File: src/hdl/rvseed_defs.svh
// rvseed core constants
`ifndef RVSEED_DEFS_SVH
`define RVSEED_DEFS_SVH

`define XLEN            64
`define REG_ADDR_WIDTH  5
`define DMEM_DEPTH      64              // in doublewords
`define RESET_PC        64'h0

`endif

File: src/hdl/rvseed_pkg.sv
// rvseed pipeline types
`include "rvseed_defs.svh"

package rvseed_pkg;

    typedef enum logic [6:0] {
        OP     = 7'b0110011,
        OP_IMM = 7'b0010011,
        LUI    = 7'b0110111,
        LOAD   = 7'b0000011,
        STORE  = 7'b0100011,
        BRANCH = 7'b1100011,
        JAL    = 7'b1101111,
        SYSTEM = 7'b1110011
    } opcode_e;

    typedef enum logic [3:0] {
        ALU_ADD,
        ALU_SUB,
        ALU_AND,
        ALU_OR,
        ALU_XOR,
        ALU_SLT,
        ALU_SLL,
        ALU_SRL,
        ALU_PASS_B                          // lui
    } alu_op_e;

    typedef struct packed {
        logic                       valid;
        logic [`XLEN-1:0]           pc;
        logic [31:0]                instr;
    } if_id_t;

    typedef struct packed {
        logic                       valid;
        logic [`XLEN-1:0]           pc;
        logic [`REG_ADDR_WIDTH-1:0] rs1;    // zero when not read
        logic [`REG_ADDR_WIDTH-1:0] rs2;
        logic [`XLEN-1:0]           rs1_val;
        logic [`XLEN-1:0]           rs2_val;
        logic [`XLEN-1:0]           imm;
        alu_op_e                    alu_op;
        logic                       use_imm;
        logic                       reg_we;
        logic [`REG_ADDR_WIDTH-1:0] rd;
        logic                       is_load;
        logic                       is_store;
        logic                       is_beq;
        logic                       is_bne;
        logic                       is_jal;
        logic                       is_ebreak;
    } id_ex_t;

    typedef struct packed {
        logic                       valid;
        logic [`XLEN-1:0]           pc;
        logic [`XLEN-1:0]           alu_res;    // also the memory address
        logic [`XLEN-1:0]           store_data;
        logic [`REG_ADDR_WIDTH-1:0] rd;
        logic                       reg_we;
        logic                       is_load;
        logic                       is_store;
        logic                       is_ebreak;
    } ex_mem_t;

    typedef struct packed {
        logic                       valid;
        logic [`XLEN-1:0]           pc;
        logic [`REG_ADDR_WIDTH-1:0] rd;
        logic                       reg_we;
        logic [`XLEN-1:0]           wdata;
        logic                       is_ebreak;
    } mem_wb_t;

    typedef struct packed {
        logic [`XLEN-1:0]           pc;
        logic [`REG_ADDR_WIDTH-1:0] rd;
        logic [`XLEN-1:0]           data;
        logic                       reg_we;
    } commit_t;

endpackage

File: src/hdl/id_stage.sv
// decode stage and register file
`include "rvseed_defs.svh"

module id_stage (
    input  logic                        clk_i,
    input  logic                        rst_n_i,
    input  rvseed_pkg::if_id_t          if_id_i,
    input  logic                        redirect_i,
    input  logic                        halt_i,
    input  rvseed_pkg::mem_wb_t         wb_i,
    input  logic [`REG_ADDR_WIDTH-1:0]  ex_load_rd_i,
    input  logic                        ex_load_i,
    output logic                        stall_o,
    output rvseed_pkg::id_ex_t          id_ex_o
);

    logic [`XLEN-1:0]    regs [2**`REG_ADDR_WIDTH];
    logic [31:0]         instr;
    logic [2:0]          funct3;
    logic [6:0]          funct7;
    logic                legal;
    logic                use_rs1;
    logic                use_rs2;
    rvseed_pkg::opcode_e opcode;
    rvseed_pkg::id_ex_t  dec;
    rvseed_pkg::id_ex_t  id_ex_q;

    assign instr  = if_id_i.instr;
    assign opcode = rvseed_pkg::opcode_e'(instr[6:0]);
    assign funct3 = instr[14:12];
    assign funct7 = instr[31:25];

    // x0 reads zero, a same-cycle writeback wins over the array
    function automatic logic [`XLEN-1:0] rf_read(input logic [`REG_ADDR_WIDTH-1:0] idx);
        if (idx == '0) begin
            return '0;
        end else if (wb_i.valid && wb_i.reg_we && wb_i.rd == idx) begin
            return wb_i.wdata;
        end
        return regs[idx];
    endfunction

    always_comb begin
        dec        = '0;
        legal      = 1'b1;
        use_rs1    = 1'b1;
        use_rs2    = 1'b0;
        dec.alu_op = rvseed_pkg::ALU_ADD;
        dec.reg_we = 1'b1;
        case (opcode)
            rvseed_pkg::OP: begin
                use_rs2 = 1'b1;
                case ({funct7, funct3})
                    10'b0000000_000: dec.alu_op = rvseed_pkg::ALU_ADD;
                    10'b0100000_000: dec.alu_op = rvseed_pkg::ALU_SUB;
                    10'b0000000_001: dec.alu_op = rvseed_pkg::ALU_SLL;
                    10'b0000000_010: dec.alu_op = rvseed_pkg::ALU_SLT;
                    10'b0000000_100: dec.alu_op = rvseed_pkg::ALU_XOR;
                    10'b0000000_101: dec.alu_op = rvseed_pkg::ALU_SRL;
                    10'b0000000_110: dec.alu_op = rvseed_pkg::ALU_OR;
                    10'b0000000_111: dec.alu_op = rvseed_pkg::ALU_AND;
                    default:         legal = 1'b0;
                endcase
            end
            rvseed_pkg::OP_IMM: begin
                dec.imm     = {{(`XLEN-12){instr[31]}}, instr[31:20]};
                dec.use_imm = 1'b1;
                case (funct3)
                    3'b000:  dec.alu_op = rvseed_pkg::ALU_ADD;
                    3'b010:  dec.alu_op = rvseed_pkg::ALU_SLT;
                    3'b100:  dec.alu_op = rvseed_pkg::ALU_XOR;
                    3'b110:  dec.alu_op = rvseed_pkg::ALU_OR;
                    3'b111:  dec.alu_op = rvseed_pkg::ALU_AND;
                    default: legal = 1'b0;      // shifts by immediate not supported
                endcase
            end
            rvseed_pkg::LUI: begin
                use_rs1     = 1'b0;
                dec.imm     = {{(`XLEN-32){instr[31]}}, instr[31:12], 12'b0};
                dec.use_imm = 1'b1;
                dec.alu_op  = rvseed_pkg::ALU_PASS_B;
            end
            rvseed_pkg::LOAD: begin
                dec.imm     = {{(`XLEN-12){instr[31]}}, instr[31:20]};
                dec.use_imm = 1'b1;
                dec.is_load = 1'b1;
                legal       = (funct3 == 3'b011);   // ld only
            end
            rvseed_pkg::STORE: begin
                use_rs2      = 1'b1;
                dec.reg_we   = 1'b0;
                dec.imm      = {{(`XLEN-12){instr[31]}}, instr[31:25], instr[11:7]};
                dec.use_imm  = 1'b1;
                dec.is_store = 1'b1;
                legal        = (funct3 == 3'b011);  // sd only
            end
            rvseed_pkg::BRANCH: begin
                use_rs2    = 1'b1;
                dec.reg_we = 1'b0;
                dec.imm    = {{(`XLEN-12){instr[31]}}, instr[7], instr[30:25],
                              instr[11:8], 1'b0};
                dec.is_beq = (funct3 == 3'b000);
                dec.is_bne = (funct3 == 3'b001);
                legal      = dec.is_beq || dec.is_bne;
            end
            rvseed_pkg::JAL: begin
                use_rs1    = 1'b0;
                dec.imm    = {{(`XLEN-20){instr[31]}}, instr[19:12], instr[20],
                              instr[30:21], 1'b0};
                dec.is_jal = 1'b1;
            end
            rvseed_pkg::SYSTEM: begin
                use_rs1       = 1'b0;
                dec.reg_we    = 1'b0;
                dec.is_ebreak = 1'b1;
                legal         = (instr == 32'h0010_0073);
            end
            default: begin
                use_rs1    = 1'b0;
                dec.reg_we = 1'b0;
                legal      = 1'b0;
            end
        endcase
        dec.valid   = if_id_i.valid && legal;
        dec.pc      = if_id_i.pc;
        dec.rd      = dec.reg_we ? instr[11:7] : '0;
        dec.rs1     = use_rs1 ? instr[19:15] : '0;
        dec.rs2     = use_rs2 ? instr[24:20] : '0;
        dec.rs1_val = rf_read(dec.rs1);
        dec.rs2_val = rf_read(dec.rs2);
    end

    // load result is only ready in mem/wb, hold one cycle
    assign stall_o = if_id_i.valid && ex_load_i && ex_load_rd_i != '0
                     && (ex_load_rd_i == dec.rs1 || ex_load_rd_i == dec.rs2);

    always_ff @(posedge clk_i) begin
        if (wb_i.valid && wb_i.reg_we && wb_i.rd != '0) begin
            regs[wb_i.rd] <= wb_i.wdata;
        end
    end

    always_ff @(posedge clk_i) begin
        if (!rst_n_i) begin
            id_ex_q.valid <= 1'b0;
        end else if (!halt_i) begin
            id_ex_q <= dec;
            if (redirect_i || stall_o) begin
                id_ex_q.valid <= 1'b0;          // squash or bubble
            end
        end
    end

    assign id_ex_o = id_ex_q;

    // held word is still there after the stall and goes through
    stall_single_cycle: assert property (@(posedge clk_i) disable iff (!rst_n_i || halt_i)
        stall_o |-> if_id_i.valid ##1 (if_id_i.valid && !stall_o));

endmodule

File: config.mk
export PLATFORM = sky130hd
export DESIGN_NAME = id_stage
export DESIGN_NICKNAME = d
export VERILOG_FILES = /design/src/hdl/rvseed_pkg.sv /design/src/hdl/id_stage.sv
export VERILOG_INCLUDE_DIRS = /design/src /design/src/hdl
export SDC_FILE = /design/constraint.sdc
export NUM_CORES = 2
export LEC_CHECK = 0
export BUFFER_PORTS_ARGS = -buffer_cell sky130_fd_sc_hd__buf_2
export CORE_ASPECT_RATIO = 0.7
export CORE_MARGIN = 5
export CORE_UTILIZATION = 55
export CTS_CLUSTER_SIZE = 16
export DETAILED_ROUTE_END_ITERATION = 8
export GPL_ROUTABILITY_DRIVEN = 1
export MAX_ROUTING_LAYER = met4
export PLACE_DENSITY = 0.73
export SYNTH_ARGS = -nofsm -noshare
export SYNTH_HDL_FRONTEND = slang
export SYNTH_SLANG_ARGS = --single-unit
export TNS_END_PERCENT = 50
File: constraint.sdc
create_clock -name clk_i -period 18.1 [get_ports clk_i]
set_clock_uncertainty 0.2 [all_clocks]
set_input_delay 3.62 -clock clk_i [delete_from_list [all_inputs] [get_ports clk_i]]
set_output_delay 3.62 -clock clk_i [all_outputs]
set_load 0.02 [all_outputs]
Word level (Yosys, flattened, before mapping) --
Memory sizes are Yosys's and may differ from the RTL's. Index checks and enable logic that the tools add are counted.
Operators by class: multiplexer cells 30, reduce and logical (&&, ||, !) cells 27, bitwise gates (word level) 1, equality and inequality tests 26
Operators by type and width (number):
- 64-bit 2-to-1 mux | 6
- 64-bit case mux with 5 select lines | 1
- 10-bit by 3-bit == test with 1-bit output, second input constant | 4
- 32-bit by 21-bit == test with 1-bit output, second input constant | 1
- 7-bit by 6-bit == test with 1-bit output, second input constant | 3
- 7-bit == test, second input constant | 3
- 3-bit case mux with 7 select lines | 1
- 5-bit == test | 4
- 1-bit 2-to-1 mux | 17
- 5-bit OR reduction | 3
- 3-bit case mux with 4 select lines | 1
- 4-bit case mux with 3 select lines | 1
- 10-bit by 1-bit == test with 1-bit output, second input constant | 1
- 10-bit by 2-bit == test with 1-bit output, second input constant | 1
- 10-bit by 9-bit == test with 1-bit output, second input constant | 1
- 10-bit logical NOT | 1
- 5-bit logical NOT | 2
- 5-bit 2-to-1 mux | 2
- 5-bit nonzero test | 2
- 3-bit == test, second input constant | 3
- 1-bit logical AND | 8
- 8-bit OR reduction | 1
- 7-bit by 2-bit == test with 1-bit output, second input constant | 1
- 7-bit by 5-bit == test with 1-bit output, second input constant | 1
- other kinds (10) | 15
Word-level totals: output and inout bits 285, bits in writable memories 2048, logic and storage cells 102, memories 1, input port bits 243, bits in registers 284
Memory list:
- regs | words 32, width 64, read ports 2, clocked after Yosys merged registers in 0, wr ports 1, RTL line id_stage.sv:17 | logic [`XLEN-1:0] regs [2**`REG_ADDR_WIDTH];

Longest topological paths before layout --
word-level depth 9, depth in mapped cells 13, mapped depth without buffers 8

Worst setup path after synthesis --
No wires, ideal clock.
path type input to register, from input halt_i, to register id_ex_q (netlist bit id_ex_o[0]) (enable), data required time 16.998 ns, slack 2.280 ns, data arrival time 14.719 ns, buffers on the path 0, stages on the path 1, library setup time 0.902 ns, path through nor2b_1
Between the ends: word-level cells in the longest chain between the ends 2
Ends and longest elaborated chain:
- start: declaration | RTL line id_stage.sv:9 | input logic halt_i,
- 1-bit NOT (no line)
- 2-bit AND reduction (no line)
- end: declaration | RTL line id_stage.sv:26 | rvseed_pkg::id_ex_t id_ex_q;
No other way between the ends. A chain may end at the register's enable or synchronous reset.

Worst setup path after layout --
from input if_id_i[3] (netlist bit), to output stall_o
Between the ends: word-level cells in the longest chain between the ends 7, elaborated cells on any way between the ends 15, those cells by class eq/ne: 7; mux: 4; reduce/logical: 4
Ends and longest elaborated chain:
- start: declaration | RTL line id_stage.sv:7 | input rvseed_pkg::if_id_t if_id_i,
- 7-bit == test, or another cell as far along | RTL line id_stage.sv:50 | case (opcode)
- 5-bit OR reduction (no line) / 3-bit OR reduction (equally long branches)
- 1-bit 2-to-1 mux | RTL line id_stage.sv:50
- 5-bit 2-to-1 mux (on tied branches) | RTL line id_stage.sv:127, id_stage.sv:128
- 5-bit == test | RTL line id_stage.sv:135 | && (ex_load_rd_i == dec.rs1 || ex_load_rd_i == dec.rs2);
- 1-bit logical OR * | RTL line id_stage.sv:135
- 1-bit logical AND * | RTL line id_stage.sv:135
- end: declaration | RTL line id_stage.sv:13 | output logic stall_o,
Mark *: on every way between the ends. The rest lies on a longest branch, timed or not.

==> results.py <==
metrics = {
    "sta": {
        "finalSetupViolations": 0,
        "slew-limit-headroom_pct": 1.85,
        "tns_ps": 0,
        "final.period_utilization_pct": 60.7,
        "rsz0062_at_grt": "no",
        "period_needed_ps": 10990,
        "fmax_mhz": 91.0,
        "finalHoldViolations": 0,
        "drv_slew": 0,
        "worstMarginPinSlew_ps": 1470,
        "timing.final.ws_setup_ps": 7110,
    },
    "outcome": {
        "outcome": "complete, but fails checks",
        "violations": "design-rule violations",
    },
    "critical_path": {
        "crit_required_ps": 14280,
        "cp_slowest_stage_delay_ps": 910,
        "crit_slowest_cell": "nor4bb_4",
        "arrival_ps": 7170,
        "critPathKind": "primary input to output pin",
        "crit_path_cell_trace": "buf_2 > nor4bb_4 > o211ai_4 > inv_8 > xnor2_1 > nand2_1 > o22ai_1 > o2111ai_1 > inv_1 > buf_2",
        "crit_path_start_kind": "primary input",
        "cp-end-kind": "output pin",
        "cpMostUsedCell": "buf_2",
        "path_max_fanout": 82,
    },
    "final_layout": {
        "nFillCells": 14300,
        "multi_input_area_sq_mm": 0.0347,
        "drive_gt1_share_pct": 16.7,
        "regArea_sq_mm": 0.0691,
        "area_growth_pct": 11.7,
        "fin_nets": 8418,
        "fin_cells": 11000,
    },
    "synthesis": {
        "yosysSeqAreaShare_pct": 65.0,
        "synth_xor_area_share_pct": 0.124,
        "synth-simple-area-share_pct": 8.85,
        "synth-edff-count": 2299,
        "syn_inst": 7905,
        "synth_compound_area_share_pct": 13.3,
        "synth_flop_cell": "edfxtp_1",
        "synthDistinctLibCells": 90,
        "yosysWarnings": 0,
        "synthMuxAreaShare_pct": 9.62,
        "synth_top_family_by_area": "compound AO/OA/AOI/OAI gates",
        "synthArstFlopShare_pct": 0,
        "netlist_area_sq_mm": 0.106,
        "yosys_register_bits": 2300,
        "synthAdderAreaFrac_pct": 0,
        "avgSynthCellArea_sq_um": 13.4,
    },
    "power_and_ir_drop": {
        "cellPowerDensity_mw_per_mm2": 94.0,
        "peakVddDrop_mv": 0.0751,
        "p_leak_nw": 38.8,
    },
    "placed_design": {
        "post-dp-hpwl_microns": 228000,
        "dp.cells": 10600,
        "gp_congestion": 0.937,
        "numPortBuffers": 462,
        "post-place-ws_ps": 7160,
    },
    "clocking": {
        "cts_hold_buf": 0,
        "cts_resized": 0,
        "cts.path.max_buffers": 4,
        "clock-sinks": 2300,
        "numCtsBuffers": 222,
        "cts_setup_buffers": 0,
        "clk_pin_slew_ps": 60,
        "cts-root-buf": "clkbuf_16",
        "clk_latency_ps": 900,
        "cts.htree.levels": 4,
        "cts_tree": "yes",
    },
    "die": {
        "ios": 528,
        "initial_core_util_pct": 55.1,
        "fp.coreArea_sq_mm": 0.193,
        "fp.dieArea_sq_mm": 0.202,
        "die_y_microns": 378,
        "die_w_microns": 535,
        "rows": 135,
    },
    "drt": {
        "drt_iter0_drc": 19300,
        "drt-met1-wl_microns": 141000,
        "via_per_inst": 7.60,
        "drt_wl_total_microns": 425000,
        "via_count": 84000,
        "route.met3.wl_microns": 85800,
        "drc": 11,
        "wl_per_cell_microns": 38.4,
        "dr_wl_met2_microns": 170000,
        "drtPass1Iterations": 9,
        "ant_nets": 0,
        "routed.top_layer": "met4",
    },
    "global_routing": {
        "grt_usage_pct": 41.9,
        "grt_pass1_wl_microns": 585000,
        "antenna_found_initial": 58,
        "grt_start_max_net_pins": 129,
        "grt_pass1_vias": 78300,
        "overflow": 0,
    },
    "hold_path": {
        "hold_path_class": "flip-flop to flip-flop",
    },
    "run": {
        "maxCapViolations": 0,
    },
}
## layer usage
metal	vias up	track usage [%]
met5	-	-
met4	0	23.3
met3	2063	20.5
met2	9595	54.4
met1	40300	53.2
li1	32100	-
## stage by stage
| step | area [sq um] | hold WS [ps] | util [%] | total power, mW |
|---|---|---|---|---|
| global route | 119000 | 434 | 61.5 | 11.4 |
| floorplan | 106000 | 496 | - | 6.38 |
| global placement | 111000 | 391 | 57.8 | 6.62 |
| CTS | 118000 | 400 | 61.4 | 11.1 |
| finish | 119000 | 409 | 61.5 | 11.2 |
| detailed placement | 111000 | 385 | 57.8 | 6.63 |
## cell usage in the layout (no fill, tap or decap), drive strengths merged, types with 38 or more instances in the layout
cell	synthesis	final
nor3	57	57
a2111oi	38	38
nand2	1136	1136
diode	0	94
clkbuf	406	274
o211ai	87	87
a32o	44	44
o21ai	206	206
nor4	43	43
clkinv	5	92
nand3	319	319
conb	1	64
o22ai	257	257
o22a	44	44
mux2	73	73
mux2i	453	453
buf	302	690
edfxtp	2299	2299
o2111ai	54	54
a22oi	42	42
nand4	47	47
a221oi	43	43
nor2b	118	118
mux4	216	216
and3	46	46
a21oi	372	372
a31oi	145	145
a221o	72	72
nor2	235	235
a311oi	45	45
a211oi	207	207
o221ai	156	156
## final cells by class
| cell class | instances | area share, % |
|---|---|---|
| inverters | 38 | 0.161 |
| flip-flops and latches | 2300 | 58.2 |
| clock inverters | 127 | 0.966 |
| diodes | 94 | 0.198 |
| clock buffers | 273 | 4.88 |
| multi-input cells | 4922 | 29.2 |
| repair buffers | 691 | 3.59 |
| well taps | 2603 | 2.75 |
## registers in the layout (all words and copies together) (netlist names)
register  count
regs       2048
id_ex_o     252
## synth_stat cells, types with 53 or more instances
cell	count	area, sq um
nor2b_1	118	738
a221o_1	72	721
a211oi_1	207	1550
nor3_1	53	265
buf_4	54	405
mux2i_1	453	4530
mux2_2	68	766
o211ai_1	84	631
buf_1	70	263
o22ai_1	257	1610
nand3_1	318	1590
o221ai_1	156	1370
mux4_2	216	4860
o2111ai_1	54	473
a21oi_1	372	1860
edfxtp_1	2299	69000
buf_2	171	856
clkbuf_1	406	1520
nor2_1	235	882
nand2_1	1136	4260
o21ai_0	188	941
a31oi_1	145	907
## power breakdown
group / internal, mW / switching (mW)
Combinational: 0.164 / 0.425
Clock: 2.53 / 2.07
Sequential: 5.93 / 0.0309
## final timing paths
kind	cells past startpoint	slack, ps	from	endpoint
worst max register to register	7	15120	regs[1][62]$_DFFE_PP_	id_ex_o[143]$_DFFE_PP_
worst min register to register	2	410	id_ex_o[283]$_SDFFE_PN0N_	id_ex_o[283]$_SDFFE_PN0N_
worst min-delay path	2	410	id_ex_o[283]$_SDFFE_PN0N_	id_ex_o[283]$_SDFFE_PN0N_
worst max-delay path	10	7110	if_id_i[3]	stall_o
## logic make-up (layout without fill, tap and decap cells)
group / Yosys count / after routing
other: 1 / 158
DFF: 2300 / 2300
xor gates and xnor gates: 15 / 15
AOI/OAI and AO/OA: 2006 / 2006
and+or+nand+nor: 2095 / 2095
muxes: 742 / 742
buffers and inverters: 746 / 1129
## worst max-delay path: cells and delay by family
family / cells / cell delay, ps
AND/OR/NAND/NOR: 2 / 990
XOR/XNOR: 1 / 190
AO/OA/AOI/OAI: 3 / 1050
buffers and inverters: 4 / 1290
Power figures use the tool's default switching activity.
