<file path="src/hdl/rvseed_defs.svh">
// rvseed core constants
`ifndef RVSEED_DEFS_SVH
`define RVSEED_DEFS_SVH

`define XLEN            64
`define REG_ADDR_WIDTH  5
`define DMEM_DEPTH      64              // in doublewords
`define RESET_PC        64'h0

`endif

</file>
<file path="src/hdl/rvseed_pkg.sv">
// rvseed pipeline types
`include "rvseed_defs.svh"

package rvseed_pkg;

    typedef enum logic [6:0] {
        OP     = 7'b0110011,
        OP_IMM = 7'b0010011,
        LUI    = 7'b0110111,
        LOAD   = 7'b0000011,
        STORE  = 7'b0100011,
        BRANCH = 7'b1100011,
        JAL    = 7'b1101111,
        SYSTEM = 7'b1110011
    } opcode_e;

    typedef enum logic [3:0] {
        ALU_ADD,
        ALU_SUB,
        ALU_AND,
        ALU_OR,
        ALU_XOR,
        ALU_SLT,
        ALU_SLL,
        ALU_SRL,
        ALU_PASS_B                          // lui
    } alu_op_e;

    typedef struct packed {
        logic                       valid;
        logic [`XLEN-1:0]           pc;
        logic [31:0]                instr;
    } if_id_t;

    typedef struct packed {
        logic                       valid;
        logic [`XLEN-1:0]           pc;
        logic [`REG_ADDR_WIDTH-1:0] rs1;    // zero when not read
        logic [`REG_ADDR_WIDTH-1:0] rs2;
        logic [`XLEN-1:0]           rs1_val;
        logic [`XLEN-1:0]           rs2_val;
        logic [`XLEN-1:0]           imm;
        alu_op_e                    alu_op;
        logic                       use_imm;
        logic                       reg_we;
        logic [`REG_ADDR_WIDTH-1:0] rd;
        logic                       is_load;
        logic                       is_store;
        logic                       is_beq;
        logic                       is_bne;
        logic                       is_jal;
        logic                       is_ebreak;
    } id_ex_t;

    typedef struct packed {
        logic                       valid;
        logic [`XLEN-1:0]           pc;
        logic [`XLEN-1:0]           alu_res;    // also the memory address
        logic [`XLEN-1:0]           store_data;
        logic [`REG_ADDR_WIDTH-1:0] rd;
        logic                       reg_we;
        logic                       is_load;
        logic                       is_store;
        logic                       is_ebreak;
    } ex_mem_t;

    typedef struct packed {
        logic                       valid;
        logic [`XLEN-1:0]           pc;
        logic [`REG_ADDR_WIDTH-1:0] rd;
        logic                       reg_we;
        logic [`XLEN-1:0]           wdata;
        logic                       is_ebreak;
    } mem_wb_t;

    typedef struct packed {
        logic [`XLEN-1:0]           pc;
        logic [`REG_ADDR_WIDTH-1:0] rd;
        logic [`XLEN-1:0]           data;
        logic                       reg_we;
    } commit_t;

endpackage

</file>
<file path="src/hdl/if_stage.sv">
// instruction fetch stage
`include "rvseed_defs.svh"

module if_stage (
    input  logic                 clk_i,
    input  logic                 rst_n_i,
    input  logic                 stall_i,
    input  logic                 halt_i,
    input  logic                 redirect_i,
    input  logic [`XLEN-1:0]     redirect_pc_i,
    output logic [`XLEN-1:0]     imem_addr_o,
    input  logic [31:0]          imem_data_i,
    output rvseed_pkg::if_id_t   if_id_o
);

    logic [`XLEN-1:0]   pc_q;
    logic [`XLEN-1:0]   pc_d;
    rvseed_pkg::if_id_t if_id_q;

    always_comb begin
        if (halt_i) begin
            pc_d = pc_q;
        end else if (redirect_i) begin
            pc_d = redirect_pc_i;               // branch or jal target
        end else if (stall_i) begin
            pc_d = pc_q;                        // refetch same word
        end else begin
            pc_d = pc_q + `XLEN'd4;
        end
    end

    always_ff @(posedge clk_i) begin
        if (!rst_n_i) begin
            pc_q <= `RESET_PC;
        end else begin
            pc_q <= pc_d;
        end
    end

    always_ff @(posedge clk_i) begin
        if (!rst_n_i) begin
            if_id_q.valid <= 1'b0;
        end else if (!halt_i) begin
            if (redirect_i) begin
                if_id_q.valid <= 1'b0;          // wrong-path word
            end else if (!stall_i) begin
                if_id_q.valid <= 1'b1;
                if_id_q.pc    <= pc_q;
                if_id_q.instr <= imem_data_i;
            end
        end
    end

    assign imem_addr_o = pc_q;
    assign if_id_o     = if_id_q;

endmodule

</file>
<file path="config.mk">
export PLATFORM = sky130hd
export DESIGN_NAME = if_stage
export DESIGN_NICKNAME = d
export VERILOG_FILES = /design/src/hdl/rvseed_pkg.sv /design/src/hdl/if_stage.sv
export VERILOG_INCLUDE_DIRS = /design/src /design/src/hdl
export SDC_FILE = /design/constraint.sdc
export NUM_CORES = 1
export LEC_CHECK = 0
export BUFFER_PORTS_ARGS = -buffer_cell sky130_fd_sc_hd__buf_2
export CAP_MARGIN = 15
export CELL_PAD_IN_SITES_DETAIL_PLACEMENT = 1
export CELL_PAD_IN_SITES_GLOBAL_PLACEMENT = 1
export CORE_AREA = 2 2 107 213
export DETAILED_ROUTE_END_ITERATION = 6
export DIE_AREA = 0 0 109 215
export GPL_TIMING_DRIVEN = 0
export PLACE_DENSITY = 0.73
export SLEW_MARGIN = 20
export SYNTH_ARGS = -nofsm -noshare
export SYNTH_HDL_FRONTEND = slang
export SYNTH_SLANG_ARGS = --single-unit
</file>
<file path="constraint.sdc">
create_clock -name clk_i -period 5.6 [get_ports clk_i]
set_input_delay 0.84 -clock clk_i [delete_from_list [all_inputs] [get_ports clk_i]]
set_output_delay 0.84 -clock clk_i [all_outputs]
set_load 0.03 [all_outputs]
</file>
=== After elaboration in Yosys (flattened, before gate mapping) ===
Index checks and enable logic that the tools add are counted.

* Equality and inequality tests: 1
* Bitwise logic cells: 3
* Reductions and logical operators: 2
* Multiplexer cells: 4
* $add $sub $neg: 1

{| class="wikitable"
|+ Operator list
! operator !! count
|-
| 2-to-1 mux 64 bit || 2
|-
| 2-to-1 mux 97 bit || 1
|-
| adder 64 x 3 -> 64 bit (second input constant) || 1
|-
| AND reduction 4 bit || 1
|-
| inverter 1 bit || 3
|-
| inequality test 2 x 1 -> 1 bit (second input constant) || 1
|-
| AND reduction 2 bit || 1
|-
| 2-to-1 mux 1 bit || 1
|}

* Word-level logic and storage cells: 15
* Register bits after elaboration: 161

=== Logic depth before layout (Yosys ltp) ===
Gate-level depths: netlist (run 1).

* Depth after elaboration: 3
* Depth in mapped cells: 8
* Depth with buffers taken out: 6

=== Worst setup path after synthesis (run 1) ===
OpenSTA, ideal clock, no wires.

* Path type: input port to flip-flop
* Start point: in rst_n_i
* End point: reg if_id_q (netlist bit if_id_o[0]) (enable)
* Required time: 5151 ps
* Path buffers: 1
* Stages on the path: 5
* Setup slack: 1742 ps
* Data arrival time: 3409 ps
* Cells stage by stage: clkbuf_1 clkinv_1 nor2_1 nand2_1 inv_1

* Cells in the longest elaborated chain, start to end: 1

{| class="wikitable"
|+ Ends and longest elaborated chain
! element !! RTL line !! source
|-
| from (decl) || if_stage.sv:6 || <nowiki>input logic rst_n_i,</nowiki>
|-
| AND reduction 4 bit (no line) || - ||
|-
| to (decl) || if_stage.sv:18 || <nowiki>rvseed_pkg::if_id_t if_id_q;</nowiki>
|}

No other way between the ends.
A chain may end at the register's enable or synchronous reset.

=== Final worst setup path (run 1) ===
* Start point: in stall_i
* End point: reg pc_q[44], in the netlist imem_addr_o[44]

* Cells in the longest elaborated chain, start to end: 2

{| class="wikitable"
|+ Ends and longest elaborated chain
! element !! RTL line !! source
|-
| from (decl) || if_stage.sv:7 || <nowiki>input logic stall_i,</nowiki>
|-
| inequality test 2 x 1 -> 1 bit (no line) || - ||
|-
| AND reduction 2 bit (no line) || - ||
|-
| to (signal assigned) || if_stage.sv:34 || <nowiki>pc_q <= `RESET_PC;</nowiki>
|-
| to (signal assigned) || if_stage.sv:36 || <nowiki>pc_q <= pc_d;</nowiki>
|-
| to (decl) || if_stage.sv:16 || <nowiki>logic [`XLEN-1:0] pc_q;</nowiki>
|}

No other way between the ends.

==> impl.org, run 1 <==
** Run status
- Result of the run :: finished, final reports clean

** Drt
- Number of vias per cell :: 5.85
- Wire length after detailed routing :: between 30000 and 40000 µm
- First-pass detailed-route iteration total :: 5
- After detailed routing, the average wire length per cell comes to 23.9 µm.
- DRC violation count after routing :: 0
- The detail route stage leaves a number of antenna-violating nets equal to 0.
- Total via count after detailed routing :: about 7600
- After the first detailed-routing iteration, the DRC count stood at around 440.

** Synthesis
- Of all cell types, the one taking the most synthesized area is sky130_fd_sc_hd__edfxtp_1.
- The cell count after synthesis came out at approximately 730.
- Among all cell types in the netlist, the one instantiated most often is sky130_fd_sc_hd__edfxtp_1.
- Number of warnings issued by yosys :: 0
- Post-synth cell types :: 68
- The number of nets in the synthesized netlist is between 800 and 900.
- Yosys top cell area share :: 0.384
- Share of synthesized registers carrying an async set or reset :: 0
- Flops & latches, synth :: 161
- Sorting the synthesized cells by how often they occur yields 96 x sky130_fd_sc_hd__edfxtp_1, 71 x sky130_fd_sc_hd__nand2_1, 65 x sky130_fd_sc_hd__dfxtp_1.
- Count of flip-flops with a built-in enable after synthesis :: 96
- Cell area after synthesis :: ~0.0075 mm²
- Share of the yosys chip area belonging to registers :: 0.557
- Primary flip-flop cell chosen by synthesis mapping :: sky130_fd_sc_hd__edfxtp_1
- The average instance in the mapped netlist occupies 10.2 µm².
- Ranked by total cell area, the synthesized netlist is headed by sky130_fd_sc_hd__edfxtp_1 38%, sky130_fd_sc_hd__dfxtp_1 17%, sky130_fd_sc_hd__nand4_1 4.0%, sky130_fd_sc_hd__nand2_1 3.5%, sky130_fd_sc_hd__nand3_1 2.9%.

** Clocking
- Gates resized during post-CTS repair numbered 0.
- The clock drives ~160 sinks.
- Clock input transition at the sequential cells of the worst setup and hold paths :: approximately 0.070 ns
- In this run the number of H-tree levels came out at 4.
- Number of buffers added by the clock tree synthesis step :: 17
- Maximum clock path buffer count :: 2
- The tree is rooted in a sky130_fd_sc_hd__clkbuf_16.
- Hold repair after CTS inserted 0 buffers.
- At the later pin of the worst-skew pair, clock insertion delay measures 0.45 ns.
- Buffers added to address setup during post-CTS repair amount to 0.
- TritonCTS clock tree :: yes

** Setup path
- Crit. Startpoint :: stall_i
- Counting both buffers and inverters, the worst setup path holds a total of 4.
- STA classifies the critical path endpoint as a flip-flop.
- Reg2Reg Launch Point :: imem_addr_o[5]$_SDFFE_PN0P_
- The critical path goes through clkbuf_1 > inv_1 > o21ai_0 > clkbuf_1 > clkbuf_1 > nor2_1 > a31oi_1 > nand3_1.
- Largest driver fanout on the critical path :: 10
- Dominant cell type by count on the critical path :: sky130_fd_sc_hd__clkbuf_1
- For this run, the slowest stage of the critical path takes ~0.64 ns.
- Worst reg-to-reg setup slack :: between 2 and 3 ns
- Startpoint Class :: input port
- Data on the critical path is required at its endpoint by between 5 and 6 ns.
- Among all stages on the critical path, the largest delay is contributed by sky130_fd_sc_hd__clkbuf_1.
- Grouping stages by cell kind, the critical path spends the most delay in buffers and inverters.
- Crit path kind :: in -> reg
- For the worst setup path, the data arrival time is between 3 and 4 ns.

** Job
- Reported max-cap violation count :: 0

** Final layout
- Util after Layout :: 0.448
- Number of filler cells placed in the layout :: around 2600
- Share of cells above drive strength 1 :: 0.312
- Layout net count :: around 1100
- Relative area change from synthesis to final layout :: 30.4%
- Once layout is done, the placed cells without fillers occupy a little under 0.01 mm².
- Antenna cells :: 0

** Floorplan
- After floorplanning, the core was sized to cover ~0.022 mm².
- The die covers roughly 0.023 mm².
- roughly 260 I/O pins were placed.
- The floorplan has 77 rows.
- Horizontal die dimension :: between 100 and 150 µm
- For this configuration, the core starts out at a cell density of 0.343.
- Y dimension of the die :: between 200 and 250 µm

** Place
- The count of buffers added on input and output ports is roughly 260.
- The congestion estimate from routability-driven global placement came to 0.924.
- The placed instances occupy a cell area of between 0.009 and 0.01 mm².
- Detailed placement finished with a half-perimeter wire length of 23200 µm.

** STA
- For the pin with the worst max-slew slack, the measured transition is 1.02 ns.
- Fmax :: between 0.2 and 0.3 GHz
- RSZ-0062 raised after global routing :: no
- Final period util :: 0.617
- For the finished layout, the period the worst path requires is about 3.5 ns.
- The worst pin sits at a relative slew slack of 0.314.
- The number of pins with negative max-slew slack in the final report came to 0.
- Worst setup skew after layout :: around 0.012 ns
- Number of endpoints failing setup at the final stage :: 0
- Final total negative setup slack :: 0 ns
- The final count of hold timing violations was 0.

** Global route
- Initial antenna violation count :: 0
- The first global-routing pass estimated 45800 µm of wire.
- Gr usage total :: 0.264
- Via count of the first global-routing pass :: about 7600
- Maximum number of pins on one net before global-route repair :: 55
- For this run the aggregate overflow at the end of global routing stands at 0.

** Power and ir drop
- In this run the power density over the cells is around 300 mW/mm².
- The worst-case IR drop observed on VDD is approximately 190 µV.
- Leakage :: 3.78 nW

** Worst hold path
- The tightest min-delay check is of the reg -> reg type.
- Critical hold path startpoint :: imem_addr_o[47]$_SDFFE_PN0P_
[registers in the layout (all words and copies together) (netlist names)]
name and cells:
if_id_o 97, imem_addr_o 64
[area by class of cell]
type | instances | area (µm²) | area share
Buffer | 47 | 193 | 0.0197
Clock buffer | 17 | 425 | 0.0434
Clock inverter | 15 | 198 | 0.0202
Inverter | 14 | 55.1 | 0.00562
Multi-Input combinational cell | 512 | 3080 | 0.314
Sequential cell | 161 | 4180 | 0.427
Tap cell | 276 | 345 | 0.0353
Timing Repair Buffer | 258 | 1310 | 0.134
[final timing paths]
| path | to | depth (start not counted) |
|---|---|---|
| setup / recovery | imem_addr_o[44]$_SDFFE_PN0P_ | 8 |
| hold / removal | if_id_o[79]$_DFFE_PP_ | 0 |
| setup reg to reg | imem_addr_o[49]$_SDFFE_PN0P_ | 5 |
| hold reg to reg | if_id_o[79]$_DFFE_PP_ | 0 |
[per-stage QoR]
step	hold WS [ns]	std cells	worst slack, ns	power [mW]
floorplan	0.584	734	1.74	1.55
global placement	0.434	1267	0.422	1.70
detailed placement	0.436	1268	1.80	1.71
CTS	0.452	1300	2.27	2.95
global route	0.481	1300	1.97	3.03
finish	0.450	1300	2.14	2.94
[metal layers]
layer / routed length [µm] / global-route usage / vias up
li1: - / - / 3453
met1: 12200 / 0.317 / 3684
met2: 15300 / 0.434 / 389
met3: 2220 / 0.0601 / 80
met4: 1380 / 0.136 / 0
met5: 0 / 0 / -
[cell families after synthesis]
kind of cell | after synthesis | share of synthesized area
and+or+nand+nor | 338 | 0.246
AOI/OAI and AO/OA | 163 | 0.149
DFF | 161 | 0.557
buffers and inverters | 61 | 0.0327
muxes | 10 | 0.0137
adders and majority gates | 1 | 0.00167
[layout by cell type (no fill, tap or decap), types with 27 or more instances in the layout]
cell	netlist	routed
sky130_fd_sc_hd__nor2_1	49	49
sky130_fd_sc_hd__edfxtp_1	96	96
sky130_fd_sc_hd__a31oi_1	27	27
sky130_fd_sc_hd__clkbuf_1	35	35
sky130_fd_sc_hd__a21oi_1	36	36
sky130_fd_sc_hd__nand3_1	43	43
sky130_fd_sc_hd__nand4_1	48	48
sky130_fd_sc_hd__nand2_1	71	71
sky130_fd_sc_hd__buf_2	7	264
sky130_fd_sc_hd__dfxtp_1	65	65
[power by group]
part / internal [mW] / switching, mW / leakage [nW]
Clock: 0.717 / 0.537 / 0.305
Sequential: 1.30 / 0.0555 / 1.44
Combinational: 0.102 / 0.230 / 2.04
No activity file was read; power rests on OpenSTA's default activity.
==> inputs of run 2 (changes only) <==
Settings changed: CORE_AREA 2 2 107 213 to 2 2 109 216, DIE_AREA 0 0 109 215 to 0 0 111 218, PLACE_DENSITY 0.73 to 0.74.
Clock period 5.6 ns to 2.79 ns, I/O delays scaled along.
==> impl.org, run 2 (synthesized netlist as in run 1, its figures left out) <==
** Global route
- Via count of the first global-routing pass :: 8048 (+6.0%)
- The wire length of the first global-routing pass was 48200 µm (+5.4%).
- Maximum number of pins on one net before global-route repair :: 38 (-31%)
- Initial antenna violation count :: 0 (unchanged)
- The aggregate global routing overflow is 0 (unchanged).
- Gr usage total :: 0.266 (+0.00137)

** Place
- The number of port buffers is 257 (unchanged).
- Post-place setup slack :: -1.00 ns (-2.80 ns)
- The final weighted congestion of routability-driven global placement is 0.920 (-0.49%).
- The number of cells in the design after placement was 1274 (+0.47%).
- The HPWL after detailed placement came to 25100 µm (+8.1%).

** Setup path
- Startpoint Class :: flip-flop
- The data arrival time of the critical path came to 3.07 ns (-0.72 ns).
- Reg2Reg Launch Point :: imem_addr_o[8]$_SDFFE_PN0P_
- Largest driver fanout on the critical path :: 9 (-1)
- The data required time of the worst path is 3.15 ns (-2.78 ns).
- The worst setup path is of the reg -> reg kind.
- Endpoint kind of the worst setup timing path :: flip-flop
- FF-to-FF path depth :: 5 (unchanged)
- End of the worst register-to-register path :: imem_addr_o[41]$_SDFFE_PN0P_
- Worst reg-to-reg setup slack :: 0.08 ns (-2.52 ns)

** STA
- The worst relative slew slack was 0.380 (+0.0657).
- Based on the critical path, the design can be clocked at up to about 0.37 GHz.
- Shortest period the worst path allows :: between 2 and 3 ns
- Final period util :: 0.970
- Worst setup skew after layout :: 0.0116 ns (-0.0000267 ns)
- The final worst slack was 0.0833 ns (-2.06 ns).
- The transition at the pin with the smallest max-transition slack came to 0.923 ns (-0.0972 ns).
- RSZ-0062 raised after global routing :: no
- Final total negative setup slack :: 0 ns (unchanged)
- The final hold slack came to 0.145 ns (-0.306 ns).
- The final count of hold timing violations came to 0 (unchanged).
- The number of pins with negative max-slew slack in the final report is 0 (unchanged).
- Number of endpoints failing setup at the final stage :: 0 (unchanged)

** Clocking
- Clock input transition at the sequential cells of the worst setup and hold paths :: 0.07 ns (about the same)
- The buffer depth of the longest clock path came to 2 (unchanged).
- Clock latency of the later-clocked register in the worst-skew pair :: 0.45 ns (about the same)
- The number of sinks handled by clock tree synthesis was 161 (unchanged).
- TritonCTS built the clock tree.
- The number of buffers created by CTS was 17 (unchanged).
- Root buffer selected by CTS :: sky130_fd_sc_hd__clkbuf_16
- CTS hold repair buffers :: 0 (unchanged)
- Deepest level of the CTS H-tree :: 4 (unchanged)

** Drt
- Wire length after detailed routing :: 32700 µm (+5.4%)
- Top layer in use :: met4
- The count of unresolved DRC violations after routing was 0 (unchanged).
- The met2 routed wirelength was 17800 µm (+17%).
- Violation count after the first detailed-routing iteration :: 470 (+5.9%)
- The amount of wire on met3 after detailed routing came to 1500 µm (-32%).
- The via total after detailed routing came to 7769 (+2.1%).
- The met1 layer wirelength in the final routing came to 11100 µm (-8.9%).
- The total iterations of the first detailed-routing run is 5 (unchanged).
- Detail-routed net length per standard cell :: 25.0 µm (+4.5%)
- The post-detailed-route count of antenna-violating nets was 0 (unchanged).
- The via density per instance came to 5.92 (+1.2%).

** Final layout
- The number of standard cells in the final layout excluding fillers is 1312 (+0.92%).
- The flip-flop count of the largest register after layout came to 97 (unchanged).
- Most frequent cells in the layout :: 264 x sky130_fd_sc_hd__buf_2, 96 x sky130_fd_sc_hd__edfxtp_1, 71 x sky130_fd_sc_hd__nand2_1, 63 x sky130_fd_sc_hd__dfxtp_1, 48 x sky130_fd_sc_hd__nand4_1
- Most frequent standard cell in the layout excluding fill and tap cells :: sky130_fd_sc_hd__buf_2
- The diode insertion count for antenna repair is 0 (unchanged).
- Number of filler cells placed in the layout :: 2648 (+2.0%)
- The number of nets at the end of the flow came to 1121 (+0.72%).
- The share of post-route cells with drive strength above 1 came to 0.326 (+0.0141).
- Relative area change from synthesis to final layout :: 32.7%

** Power and ir drop
- Max rail drop VDD :: 327 µV (+70%)
- Leakage :: 3.86 nW (+2.1%)
- Sum of internal, switching and leakage power :: 5.95 mW (+100%)
- Power density over the cells :: 597 mW/mm² (+99%)

** Job
- Reported max-cap violation count :: 0 (unchanged)

** Floorplan
- Horizontal die dimension :: 111 µm (+1.8%)
- The die area was 0.0242 mm² (+3.3%).
- Starting Density :: 0.333 (-0.0103)
- Top Ports :: 262 (unchanged)
- The number of cell rows came to 78 (+1.3%).
- The vertical die dimension came to 218 µm (+1.4%).
- The area of the core region came to 0.0225 mm² (+3.1%).

** Worst hold path
- Cells on Worst Hold Path :: 1 (+1)
- Critical hold path startpoint :: imem_data_i[11]
- Destination of the worst hold path :: if_id_o[11]$_DFFE_PP_
- The min-delay analysis places its worst path in the category in -> reg.

** Run status
- Result of the run :: finished, final reports clean
## run 2: changes by cell type in the layout (fill, tap and decap cells not counted), moves of 2 or more
cell	before	now
sky130_fd_sc_hd__buf_4	1	8
sky130_fd_sc_hd__clkinv_4	2	0
sky130_fd_sc_hd__clkinvlp_4	1	7
sky130_fd_sc_hd__dfxtp_1	65	63
sky130_fd_sc_hd__dfxtp_2	0	2
sky130_fd_sc_hd__inv_6	5	3
sky130_fd_sc_hd__inv_8	3	1
sky130_fd_sc_hd__nor2_1	49	47
sky130_fd_sc_hd__nor4_1	22	20
sky130_fd_sc_hd__nor4_4	1	3
## run 2: worst max-delay path by stage
stage	start	endpoint	slack (ns)
2_1_floorplan	stall_i	if_id_o[0]$_DFFE_PP_	0.02
3_3_place_gp	stall_i	if_id_o[32]$_DFFE_PP_	-1.10
3_5_place_dp	redirect_i	imem_addr_o[30]$_SDFFE_PN0P_	-1.00
4_1_cts	imem_addr_o[26]$_SDFFE_PN0P_	imem_addr_o[56]$_SDFFE_PN0P_	0.02
5_1_grt	imem_addr_o[2]$_SDFFE_PN0P_	imem_addr_o[52]$_SDFFE_PN0P_	0.04
6_report	imem_addr_o[8]$_SDFFE_PN0P_	imem_addr_o[41]$_SDFFE_PN0P_	0.08
## run 2: power by group
part | internal [mW] | switching, mW | leakage (nW)
clock network | 1.51 | 1.05 | 0.288
logic | 0.208 | 0.464 | 2.14
registers | 2.60 | 0.116 | 1.44
## run 2: routing by layer
| metal | global-route usage | up-vias |
|---|---|---|
| li1 | - | 3470 |
| met1 | 0.263 | 3812 |
| met2 | 0.495 | 356 |
| met3 | 0.0492 | 131 |
| met4 | 0.183 | 0 |
| met5 | 0 | - |
## run 2: layout make-up
| type | count | area (µm²) | share of cell area |
|---|---|---|---|
| Clock buffer | 18 | 429 | 0.0431 |
| Inverter | 14 | 56.3 | 0.00565 |
| Buffer | 46 | 190 | 0.0191 |
| Multi-Input combinational cell | 512 | 3130 | 0.314 |
| Clock inverter | 14 | 203 | 0.0203 |
| Sequential cell | 161 | 4190 | 0.420 |
| Tap cell | 280 | 350 | 0.0352 |
| Timing Repair Buffer | 267 | 1410 | 0.142 |
## run 2: timing repair
action	4_1_cts	5_1_grt
setup buffers	0	7
endpoints found under the setup margin	16	25
pin swaps	0	3
resized for setup	6	8
## run 2: per-stage QoR
stage / area (µm²) / utilization
finish: 9960 / 0.442
global route: 9960 / 0.442
CTS: 9880 / 0.438
detailed placement: 9220 / 0.409
global placement: 9150 / 0.406
floorplan: 7510 / -
## run 2: worst max-delay path, cell delays in order, from the launching register on
cell and delay (ns):
sky130_fd_sc_hd__dfxtp_1 0.59, sky130_fd_sc_hd__nand4_1 0.38, sky130_fd_sc_hd__nor4_2 0.56, sky130_fd_sc_hd__nand4_1 0.40
sky130_fd_sc_hd__or4_1 0.51, sky130_fd_sc_hd__a31oi_1 0.18
==> inputs of run 3 (changes only) <==
Settings changed: BUFFER_PORTS_ARGS -buffer_cell sky130_fd_sc_hd__buf_2 to default, CORE_AREA 2 2 109 216 to 2 2 107 213, DIE_AREA 0 0 111 218 to 0 0 109 215, DONT_BUFFER_PORTS from default to 1, PLACE_DENSITY 0.74 to 0.62.
==> impl.org, run 3 (synthesized netlist as in run 1, its figures left out) <==
** Drt
- Total via count after detailed routing :: 6635 (-15%)
- The total iterations of the first detailed-routing run is 5 (unchanged).
- Violation count after the first detailed-routing iteration :: 414 (-12%)
- The routed wire length was 29500 µm (-9.9%).
- DRC violation count after routing :: 0 (unchanged)
- The post-detailed-route count of antenna-violating nets came to 0 (unchanged).
- Number of vias per cell :: 6.25 (+5.5%)
- Detail-routed net length per standard cell :: 27.8 µm (+11%)

** Final layout
- Number of filler cells placed in the layout :: 2403 (-9.3%)
- Most frequent standard cell in the layout excluding fill and tap cells :: sky130_fd_sc_hd__edfxtp_1
- The library cells used most frequently in the layout, excluding fill and tap cells, are 96 x sky130_fd_sc_hd__edfxtp_1, 71 x sky130_fd_sc_hd__nand2_1, 50 x sky130_fd_sc_hd__dfxtp_1, 48 x sky130_fd_sc_hd__nand4_1, 45 x sky130_fd_sc_hd__nor2_1.
- The share of the core filled with cells came to 0.399 (-0.0428).
- The share of post-route cells with drive strength above 1 is 0.138 (-0.188).
- The number of standard cells in the final layout excluding fillers came to 1062 (-19%).
- Area taken by multi-input logic gates :: 0.00318 mm² (+1.5%)
- The number of nets at the end of the flow was 874 (-22%).
- Relative area change from synthesis to final layout :: 16.2%
- The flip-flop count of the largest register after layout came to 97 (unchanged).
- Sequential cell area :: 0.00421 mm² (+0.51%)
- Final cell area excluding filler cells :: 0.00873 mm² (-12%)

** Floorplan
- The count of pins on the block boundary is 262 (unchanged).
- Y dimension of the die :: 215 µm (-1.4%)
- The die area came to 0.0234 mm² (-3.2%).
- The initial core utilization is 0.343 (+0.0103).
- The number of cell rows was 77 (-1.3%).
- Horizontal die dimension :: 109 µm (-1.8%)
- The area of the core region is 0.0219 mm² (-3.0%).

** Clocking
- Deepest level of the CTS H-tree :: 4 (unchanged)
- Clock input transition at the sequential cells of the worst setup and hold paths :: 0.07 ns (about the same)
- Maximum clock path buffer count :: 2 (unchanged)
- TritonCTS clock tree :: yes
- The number of buffers created by CTS was 17 (unchanged).
- Clock sink count :: 161 (unchanged)
- Clock latency of the later-clocked register in the worst-skew pair :: 0.45 ns (about the same)
- The cell sitting at the root of the clock tree is a sky130_fd_sc_hd__clkbuf_16.

** Setup path
- Following the worst setup path forward leads to its endpoint at imem_addr_o[52]$_SDFFE_PN0P_.
- STA classifies the critical path startpoint as a flip-flop.
- The worst setup path is of the reg -> reg kind.
- The worst register-to-register path begins at imem_addr_o[2]$_SDFFE_PN0P_.
- The worst setup path is captured at a flip-flop.
- The critical path starts at imem_addr_o[2]$_SDFFE_PN0P_.
- End of the worst register-to-register path :: imem_addr_o[52]$_SDFFE_PN0P_
- The internal reg-to-reg setup slack is 0.09 ns (about the same).
- The largest driver fanout on the critical path is 8 (-1).
- The logic depth of the worst register-to-register path is 7 (+2).
- Arrival time worst endpoint :: 3.04 ns (-0.03 ns)
- Required time reported for the critical path endpoint :: 3.12 ns (-0.03 ns)

** STA
- Final total negative setup slack :: 0 ns (unchanged)
- The final worst slack came to 0.0851 ns (+0.00177 ns).
- The worst clock skew came to 0.0103 ns (-0.00125 ns).
- The number of endpoints failing setup at the final stage was 0 (unchanged).
- Fmax :: 0.370 GHz (about the same)
- Rel. slew slack :: 0.415 (+0.0349)
- Final hold violation count :: 0 (unchanged)
- The number of pins with negative max-slew slack in the final report came to 0 (unchanged).
- Final worst hold slack :: 0.0595 ns (-0.0855 ns)
- Final period util :: 0.969 (about the same)
- The minimum clock period was 2.70 ns (-0.00177 ns).
- Worst slew pin tran :: 0.878 ns (-0.0453 ns)

** Place
- The number of port buffers was 0 (-100%).
- Standard cell area after detailed placement :: 0.00790 mm² (-14%)
- The HPWL after detailed placement was 21700 µm (-14%).
- The setup slack after placement is -0.695 ns (+0.306 ns).
- The number of cells in the design after placement is 1012 (-21%).
- Gp weighted congestion :: 0.911 (-0.90%)

** Global route
- The aggregate global routing overflow came to 0 (unchanged).
- The all-layer global routing usage came to 0.254 (-0.0118).
- First-pass GRT wire length :: 43700 µm (-9.3%)
- Initial antenna violation count :: 4 (+4)
- The number of global-route vias before repair came to 6754 (-16%).
- The pin count of the biggest net entering global routing is 39 (+2.6%).

** Power and ir drop
- Power density over the cells :: 637 mW/mm² (+6.6%)
- Max rail drop VDD :: 359 µV (+10%)
- The reported leakage power came to 2.82 nW (-27%).
- Sum of internal, switching and leakage power :: 5.55 mW (-6.6%)

** Worst hold path
- In this run the worst hold path is classified as in -> reg.

** Run status
- The flow ran to the end, and the final reports show no timing, DRC or antenna violations.

** Job
- Reported max-cap violation count :: 0 (unchanged)
run 3: what timing repair did:
item	in CTS	in global routing
setup buffers	10	7
setup endpoints to repair	29	26
hold buffers	0	0
gates cloned	0	0
pin swaps	4	3
resized for setup	13	27
run 3: where the power goes:
group	switching, mW	internal (mW)
registers	0.286	2.61
logic	0.241	0.109
clock network	1.06	1.25
run 3: worst min path at each step:
| stage | from | slack, ns | to | cells after the start |
|---|---|---|---|---|
| 3_5_place_dp | imem_data_i[22] | 0.52 | if_id_o[22]$_DFFE_PP_ | 0 |
| 2_1_floorplan | imem_data_i[0] | 0.52 | if_id_o[0]$_DFFE_PP_ | 0 |
| 5_1_grt | imem_data_i[22] | 0.04 | if_id_o[22]$_DFFE_PP_ | 0 |
| 4_1_cts | imem_data_i[22] | 0.04 | if_id_o[22]$_DFFE_PP_ | 0 |
| 3_3_place_gp | imem_data_i[11] | 0.52 | if_id_o[11]$_DFFE_PP_ | 0 |
| 6_report | imem_data_i[26] | 0.06 | if_id_o[26]$_DFFE_PP_ | 0 |
run 3: worst max-delay path, cell delays in order, from the launching register on:
cell	delay, ns
sky130_fd_sc_hd__dfxtp_4	0.45
sky130_fd_sc_hd__ha_1	0.27
sky130_fd_sc_hd__and4_1	0.29
sky130_fd_sc_hd__nand4_2	0.20
sky130_fd_sc_hd__or4_1	0.54
sky130_fd_sc_hd__clkbuf_2	0.18
sky130_fd_sc_hd__or4_1	0.53
sky130_fd_sc_hd__o311a_1	0.14
run 3: final cells by class:
| cell class | instances | area share |
|---|---|---|
| Clock inverter | 15 | 0.0169 |
| Clock buffer | 17 | 0.0487 |
| Inverter | 14 | 0.00645 |
| Sequential cell | 161 | 0.482 |
| Tap cell | 276 | 0.0396 |
| Buffer | 47 | 0.0224 |
| Multi-Input combinational cell | 512 | 0.364 |
| Antenna cell | 1 | 0.000287 |
| Timing Repair Buffer | 19 | 0.0192 |
run 3: per-layer routing:
metal | track usage | share of wire | vias to the layer above
met5 | 0 | 0.00078 | -
met3 | 0.0743 | 0.077 | 59
li1 | - | - | 2972
met4 | 0.102 | 0.031 | 4
met2 | 0.427 | 0.51 | 326
met1 | 0.297 | 0.38 | 3274
